<file path="src/include/gpio_params.svh">
`ifndef GPIO_PARAMS_SVH
`define GPIO_PARAMS_SVH

////////////////////////////////////////////////////////////////////////////
// GPIO port geometry
////////////////////////////////////////////////////////////////////////////

// Number of GPIO pins, one bus word at most
`define GPIO_GW 32

// Synchronizer depth on gpio_i, zero bypasses the chain
`define GPIO_CDC 2

////////////////////////////////////////////////////////////////////////////
// TCB-Lite bus geometry
////////////////////////////////////////////////////////////////////////////

// Data word width
`define TCB_DAT 32
// Word address width, four registers
`define TCB_ADR 2
// One enable per data byte
`define TCB_BEN (`TCB_DAT/8)

`endif

</file>
<file path="src/verilog/gpio_pkg.sv">
`include "gpio_params.svh"

package gpio_pkg;

    ////////////////////////////////////////////////////////////////////////
    // Register map
    ////////////////////////////////////////////////////////////////////////

    // Word addresses of the GPIO registers
    typedef enum logic [`TCB_ADR-1:0] {
        GPIO_OUT = 2'd0,  // output data, read and write
        GPIO_ENA = 2'd1,  // output enable, read and write
        GPIO_IN  = 2'd2,  // synchronized input, read only
        GPIO_RSV = 2'd3   // unmapped, answers with an error
    } gpio_reg_e;

    ////////////////////////////////////////////////////////////////////////
    // Bus transfer types
    ////////////////////////////////////////////////////////////////////////

    // Request fields, qualified by vld
    typedef struct packed {
        // Write when set, read otherwise
        logic                wen;
        // Word address
        logic [`TCB_ADR-1:0] adr;
        // Byte enables, only used by writes
        logic [`TCB_BEN-1:0] ben;
        // Write data
        logic [`TCB_DAT-1:0] wdt;
    } tcb_req_t;

    // Response fields, valid one cycle after the transfer
    typedef struct packed {
        logic [`TCB_DAT-1:0] rdt;
        logic                err;
    } tcb_rsp_t;

endpackage: gpio_pkg

</file>
<file path="src/verilog/tcb_lite_if.sv">
`timescale 1ns/100ps

interface tcb_lite_if
    import gpio_pkg::*;
(
    // System clock and synchronous reset
    input logic clk,
    input logic rst
);

    ////////////////////////////////////////////////////////////////////////
    // Bus signals
    ////////////////////////////////////////////////////////////////////////

    // Transfer strobe, no ready since the peripheral never stalls
    logic     vld;
    // Request payload
    tcb_req_t req;
    // Registered response, one cycle after the transfer
    tcb_rsp_t rsp;

    ////////////////////////////////////////////////////////////////////////
    // Modports
    ////////////////////////////////////////////////////////////////////////

    // Manager issues transfers and collects responses
    modport man (
        input  clk,
        input  rst,
        output vld,
        output req,
        input  rsp
    );

    // Subordinate accepts every transfer
    modport sub (
        input  clk,
        input  rst,
        input  vld,
        input  req,
        output rsp
    );

endinterface: tcb_lite_if

</file>
<file path="src/verilog/gpio_sync.sv">
`timescale 1ns/100ps

`include "gpio_params.svh"

module gpio_sync #(
    // Pin count
    int unsigned GW  = `GPIO_GW,
    // Number of flip-flop stages, 0 for bypass
    int unsigned CDC = `GPIO_CDC
)(
    input  logic          clk,
    input  logic          rst,
    // Asynchronous pins
    input  logic [GW-1:0] gpio_i,
    // Pins in the clk domain
    output logic [GW-1:0] gpio_s
);

    if (CDC == 0) begin: gen_bypass

        // Pins already synchronous to clk
        assign gpio_s = gpio_i;

    end else begin: gen_chain

        // Stage 0 samples the pins, last stage is the output
        logic [GW-1:0] sync_q [CDC];

        always_ff @(posedge clk) begin
            if (rst) begin
                for (int i = 0; i < CDC; i++) begin
                    sync_q[i] <= '0;
                end
            end else begin
                sync_q[0] <= gpio_i;
                // Shift towards the output
                for (int i = 1; i < CDC; i++) begin
                    sync_q[i] <= sync_q[i-1];
                end
            end
        end

        assign gpio_s = sync_q[CDC-1];

    end

endmodule: gpio_sync

</file>
<file path="src/verilog/gpio_regs.sv">
`timescale 1ns/100ps

`include "gpio_params.svh"

module gpio_regs
    import gpio_pkg::*;
#(
    // Pin count, not wider than the bus word
    int unsigned GW = `GPIO_GW
)(
    input  logic                clk,
    input  logic                rst,
    // Transfer strobes
    input  logic                wen,
    input  logic                ren,
    // Request fields
    input  gpio_reg_e           adr,
    input  logic [`TCB_BEN-1:0] ben,
    input  logic [`TCB_DAT-1:0] wdt,
    // Synchronized input pins
    input  logic [GW-1:0]       gpio_s,
    // Pin drivers
    output logic [GW-1:0]       gpio_o,
    output logic [GW-1:0]       gpio_e,
    // Unregistered response
    output logic [`TCB_DAT-1:0] rdt,
    output logic                err
);

    ////////////////////////////////////////////////////////////////////////
    // Write decode
    ////////////////////////////////////////////////////////////////////////

    // Byte enables widened to one bit per data bit
    logic [`TCB_DAT-1:0] bit_mask;
    // Per-register write strobes
    logic                wen_out;
    logic                wen_ena;

    always_comb begin
        for (int b = 0; b < `TCB_BEN; b++) begin
            bit_mask[8*b +: 8] = {8{ben[b]}};
        end
    end

    assign wen_out = wen & (adr == GPIO_OUT);
    assign wen_ena = wen & (adr == GPIO_ENA);

    // OUTPUT and ENABLE, only enabled bytes take new data
    always_ff @(posedge clk) begin
        if (rst) begin
            gpio_o <= '0;
            gpio_e <= '0;
        end else begin
            if (wen_out) begin
                gpio_o <= (gpio_o & ~bit_mask[GW-1:0]) | (wdt[GW-1:0] & bit_mask[GW-1:0]);
            end
            if (wen_ena) begin
                gpio_e <= (gpio_e & ~bit_mask[GW-1:0]) | (wdt[GW-1:0] & bit_mask[GW-1:0]);
            end
        end
    end

    ////////////////////////////////////////////////////////////////////////
    // Read mux
    ////////////////////////////////////////////////////////////////////////

    // Zero-extended to the bus width, zero when not reading
    always_comb begin
        rdt = '0;
        if (ren) begin
            case (adr)
                GPIO_OUT: rdt[GW-1:0] = gpio_o;
                GPIO_ENA: rdt[GW-1:0] = gpio_e;
                GPIO_IN:  rdt[GW-1:0] = gpio_s;
                default:  rdt = '0;
            endcase
        end
    end

    ////////////////////////////////////////////////////////////////////////
    // Error detection
    ////////////////////////////////////////////////////////////////////////

    // INPUT is read only, the last word is unmapped
    assign err = (wen & ((adr == GPIO_IN) | (adr == GPIO_RSV)))
               | (ren & (adr == GPIO_RSV));

endmodule: gpio_regs

</file>
<file path="src/verilog/tcb_lite_peri_gpio.sv">
`timescale 1ns/100ps

`include "gpio_params.svh"

module tcb_lite_peri_gpio
    import gpio_pkg::*;
#(
    // Pin count
    int unsigned GW  = `GPIO_GW,
    // Synchronizer depth, 0 for bypass
    int unsigned CDC = `GPIO_CDC
)(
    // GPIO pins
    output logic [GW-1:0] gpio_o,
    output logic [GW-1:0] gpio_e,
    input  logic [GW-1:0] gpio_i,
    // Bus subordinate port
    tcb_lite_if.sub       sub
);

    // Pins must fit in one bus word
    if (GW > `TCB_DAT) begin: gen_gw_check
        $error("GPIO width %0d exceeds bus data width %0d", GW, `TCB_DAT);
    end

    ////////////////////////////////////////////////////////////////////////
    // Local signals
    ////////////////////////////////////////////////////////////////////////

    logic                wen;
    logic                ren;
    logic [GW-1:0]       gpio_s;
    logic [`TCB_DAT-1:0] rdt;
    logic                err;

    // Every valid cycle is a transfer
    assign wen = sub.vld &  sub.req.wen;
    assign ren = sub.vld & ~sub.req.wen;

    ////////////////////////////////////////////////////////////////////////
    // Input synchronizer and register file
    ////////////////////////////////////////////////////////////////////////

    gpio_sync #(
        .GW  (GW),
        .CDC (CDC)
    ) sync (
        .clk    (sub.clk),
        .rst    (sub.rst),
        .gpio_i (gpio_i),
        .gpio_s (gpio_s)
    );

    gpio_regs #(
        .GW (GW)
    ) regs (
        .clk    (sub.clk),
        .rst    (sub.rst),
        .wen    (wen),
        .ren    (ren),
        .adr    (gpio_reg_e'(sub.req.adr)),
        .ben    (sub.req.ben),
        .wdt    (sub.req.wdt),
        .gpio_s (gpio_s),
        .gpio_o (gpio_o),
        .gpio_e (gpio_e),
        .rdt    (rdt),
        .err    (err)
    );

    ////////////////////////////////////////////////////////////////////////
    // Response stage
    ////////////////////////////////////////////////////////////////////////

    // One cycle delay, held until the next transfer
    always_ff @(posedge sub.clk) begin
        if (sub.rst) begin
            sub.rsp <= '0;
        end else if (sub.vld) begin
            sub.rsp.rdt <= rdt;
            sub.rsp.err <= err;
        end
    end

endmodule: tcb_lite_peri_gpio

</file>
<file path="src/verilog/gpio_top.sv">
`timescale 1ns/100ps

`include "gpio_params.svh"

module gpio_top (
    input  logic                clk,
    input  logic                rst,
    // Bus request
    input  logic                vld,
    input  logic                wen,
    input  logic [`TCB_ADR-1:0] adr,
    input  logic [`TCB_BEN-1:0] ben,
    input  logic [`TCB_DAT-1:0] wdt,
    // GPIO pins
    input  logic [`GPIO_GW-1:0] gpio_i,
    output logic [`GPIO_GW-1:0] gpio_o,
    output logic [`GPIO_GW-1:0] gpio_e,
    // Bus response
    output logic [`TCB_DAT-1:0] rsp_rdt,
    output logic                rsp_err
);

    ////////////////////////////////////////////////////////////////////////
    // Bus interface
    ////////////////////////////////////////////////////////////////////////

    tcb_lite_if bus (
        .clk (clk),
        .rst (rst)
    );

    // Plain request ports onto the bus
    assign bus.vld     = vld;
    assign bus.req.wen = wen;
    assign bus.req.adr = adr;
    assign bus.req.ben = ben;
    assign bus.req.wdt = wdt;

    // Response back out to plain ports
    assign rsp_rdt = bus.rsp.rdt;
    assign rsp_err = bus.rsp.err;

    ////////////////////////////////////////////////////////////////////////
    // GPIO peripheral
    ////////////////////////////////////////////////////////////////////////

    tcb_lite_peri_gpio #(
        .GW  (`GPIO_GW),
        .CDC (`GPIO_CDC)
    ) gpio (
        .gpio_o (gpio_o),
        .gpio_e (gpio_e),
        .gpio_i (gpio_i),
        .sub    (bus)
    );

endmodule: gpio_top

</file>
<file path="config.mk">
export PLATFORM = sky130hd
export DESIGN_NAME = gpio_top
export DESIGN_NICKNAME = d
export VERILOG_FILES = /design/src/verilog/gpio_pkg.sv /design/src/verilog/tcb_lite_if.sv /design/src/verilog/gpio_sync.sv /design/src/verilog/gpio_regs.sv /design/src/verilog/tcb_lite_peri_gpio.sv /design/src/verilog/gpio_top.sv
export VERILOG_INCLUDE_DIRS = /design/src /design/src/include
export SDC_FILE = /design/constraint.sdc
export NUM_CORES = 1
export LEC_CHECK = 0
export ABC_AREA = 1
export BUFFER_PORTS_ARGS = -buffer_cell sky130_fd_sc_hd__buf_2
export CAP_MARGIN = 20
export CORE_ASPECT_RATIO = 2
export CORE_MARGIN = 3
export CORE_UTILIZATION = 47
export DETAILED_ROUTE_END_ITERATION = 10
export GPL_ROUTABILITY_DRIVEN = 1
export PLACE_DENSITY = 0.74
export SKIP_LAST_GASP = 1
export SYNTH_ARGS = -nofsm -noshare
export SYNTH_HDL_FRONTEND = slang
export SYNTH_SLANG_ARGS = --single-unit
export TNS_END_PERCENT = 50
</file>
<file path="constraint.sdc">
create_clock -name clk -period 1 [get_ports clk]
set_input_delay 0.15 -clock clk [delete_from_list [all_inputs] [get_ports clk]]
set_output_delay 0.15 -clock clk [all_outputs]
set_load 0.005 [all_outputs]
</file>
==> results.toml <==
[drt]
drc_errors = 0
drtIter0Drc = 555
avgRoutedWirePerCell_microns = 15.64
highest_layer = "met4"
met1_length_mm = 6.777
wl_mm = 19.13
met2_length_mm = 10.17
vias = 6402
vias_per_cell = 5.235
firstDrtPassIters = 6
ant_nets = 0
wl_met3_mm = 1.342

[yosys]
synth_cells = 784
yosysWarnings = 0
ys_async_sr_fraction_pct = 0
synth-seq-area-share_pct = 53.42
synth_nets = 858
synth_enable_flop_cells = 0
synth.most_common_cell = "nand2_1"
synth.avg_cell_area_sq_um = 7.696
ys_ff_latch = 161
yosys.area.top_type_share_pct = 53.42
synth_top_cells_by_count = "nand2_1 (170), dfxtp_1 (161), nand3_1 (160)"
synth_ff_type = "dfxtp_1"
ys_types = 18
synth_area_leaders = "dfxtp_1 (53%), nand3_1 (13%), nand2_1 (11%)"
yosysTopAreaCell = "dfxtp_1"
syn-cell-area_sq_um = 6033

[placement]
place_area_sq_um = 7156
gp_routability_congestion = 0.9395
io_buffer_count = 170
hpwl_mm = 12.31

[cts]
numCtsBuffers = 17
htree_levels = 4
cts_tree = "built"
insertion_delay_ps = 420
clk_path_buf_depth = 2
numClockSinks = 161
root_buffer = "clkbuf_16"
clk_pin_slew_ps = 70

[run]
drv_cap = 0

[power_and_ir_drop]
power.total_mw = 14.87
seq_power_share_pct = 44.6
p_leak_nw = 4.132
power_frac_clock_pct = 47.4
swShare_pct = 23.55
switching_power_mw = 3.503
p_int_mw = 11.37
combPwrFrac_pct = 7.9
powerDensity_nw_per_um2 = 1667
vdd_ir_drop_max_mv = 1.579

[floorplanning]
fp-row-count = 58
io_pins = 171
die_x_microns = 86.12
initial_utilization_pct = 48.06
coreArea_sq_um = 12550
die_area_sq_um = 14310
fp.dieH_microns = 166.2

[global_routing]
grt_start_max_net_pins = 32
grt_overflow = 0
grt_pass1_vias = 6336
track_usage_pct = 26.91
grt_pass1_wl_mm = 30.53
grt_antenna_before_repair = 0

[worst_setup_path]
cp_data_required_time_ps = 850
reg2reg_slack_ps = 40
startpoint_type = "flop"
cp_cell_sequence = "buf_2"
cp.buffers_inverters = 1
crit_slowest_cell = "dfxtp_2"
crit_type = "reg2out"
cp.arrival_ps = 900
cp_max_fo = 3
slowest_delay_ps = 370
cpLargestDelayFamily = "flip-flops"
setup.worst_path.end_class = "output port"

[timing]
worstMarginPinSlew_ps = 351.4
setup-tns-final_ps = -1028
setup_ws_ps = -53.45
clock_skew_ps = 9.322
min_period_over_period_pct = 105.3
setup_violations = 78
fmax_mhz = 949.3
finalCriticalPeriod_ps = 1053
relSlewSlack_pct = 76.52
rsz0062_at_grt = "yes"
final-hold-violation-count = 0
slew_violations = 0

[run_status]
status = "finished, violations left"
violations = "negative setup slack"

[cells_and_area]
fin_nets = 1134
diodes = 0
final_area_sq_um = 8922
drive_gt1_share_pct = 36.44
area_growth_pct = 47.88
n_fill_cell = 960

[worst_hold_path]
hold_path_class = "in2reg"
==> what timing repair did <==
action,in CTS,in global routing
hold buffers,45,0
hold endpoints to repair,48,0
setup endpoints to repair,97,98
resized for setup,56,52
setup buffers,42,15
pin swaps,0,0
==> kinds of logic (layout without fill, tap and decap cells) <==
logic type / count (synthesis) / count (layout) / synth area share, %
flip-flops: 161 / 161 / 53.42
AO/OA/AOI/OAI: 97 / 97 / 8.088
buffers and inverters: 123 / 412 / 9.270
AND/OR/NAND/NOR: 403 / 403 / 29.22
==> worst paths after layout <==
check / from / endpoint / depth (start not counted)
max: flop / gpio_e[28] / 1
min: wdt[5] / flop / 3
max reg2reg: flop / gpio.sub.rsp[14] / 6
min reg2reg: gpio.sync.gen_chain.sync_q[0][22] / gpio.sync.gen_chain.sync_q[0][54] / 2
==> power groups by stage <==
stage	clock network [mW]	registers, mW	logic (mW)
after floorplan	0	6.77	0.504
after global placement	0	6.78	0.949
after detailed placement	0	6.78	0.957
after CTS	7.11	6.64	1.14
after global routing	7.38	6.65	1.29
final	7.05	6.64	1.18
==> per-layer routing <==
| metal | global-route usage (%) | up-vias |
|---|---|---|
| met1 | 28.52 | 2910 |
| met3 | 5.561 | 72 |
| li1 | - | 3070 |
| met5 | 0 | - |
| met2 | 47.93 | 350 |
| met4 | 15.02 | 0 |
==> area by class of cell <==
type                            count  area, sq um  area share [%]
Sequential cell                   161         3332           37.34
Multi-Input combinational cell    500         2251           25.23
Tap cell                          150        187.7           2.103
Clock buffer                       17        425.4           4.768
Inverter                           68        257.7           2.889
Timing Repair Buffer              312         2251           25.23
Clock inverter                     15        217.7           2.440
==> placed cells by master, fill, tap and decap left out <==
master         synthesis  layout
a21oi_1               96      96
buf_12                 0       6
buf_2                 19     146
buf_4                  3      92
buf_6                  8      23
bufinv_16              0       4
clkbuf_16              0      17
clkinvlp_4             0       3
dfxtp_1              161      78
dfxtp_2                0      81
dfxtp_4                0       2
dlygate4sd3_1          0      45
inv_1                 66      66
inv_2                  1       1
inv_4                  1       1
inv_6                  0       6
inv_8                  0       2
nand2_1              170     170
nand2_2                2       2
nand2_4                1       1
nand3_1              160     160
nor2_1                66      66
nor2_2                 2       2
nor2_8                 2       2
o211ai_1               1       1
==> metrics by stage <==
step           util, %  setup slack [ps]  hold WS, ps  std cells
2_1_floorplan        -             7.868        257.0        784
3_3_place_gp     57.00            -136.6        355.0       1090
3_5_place_dp     57.00            -188.7        357.6       1090
4_1_cts          68.92            -58.17       0.3902       1208
5_1_grt          71.07            -71.29        10.84       1223
6_report         71.07            -53.45        9.572       1223
(Power assumes the default switching activity.)
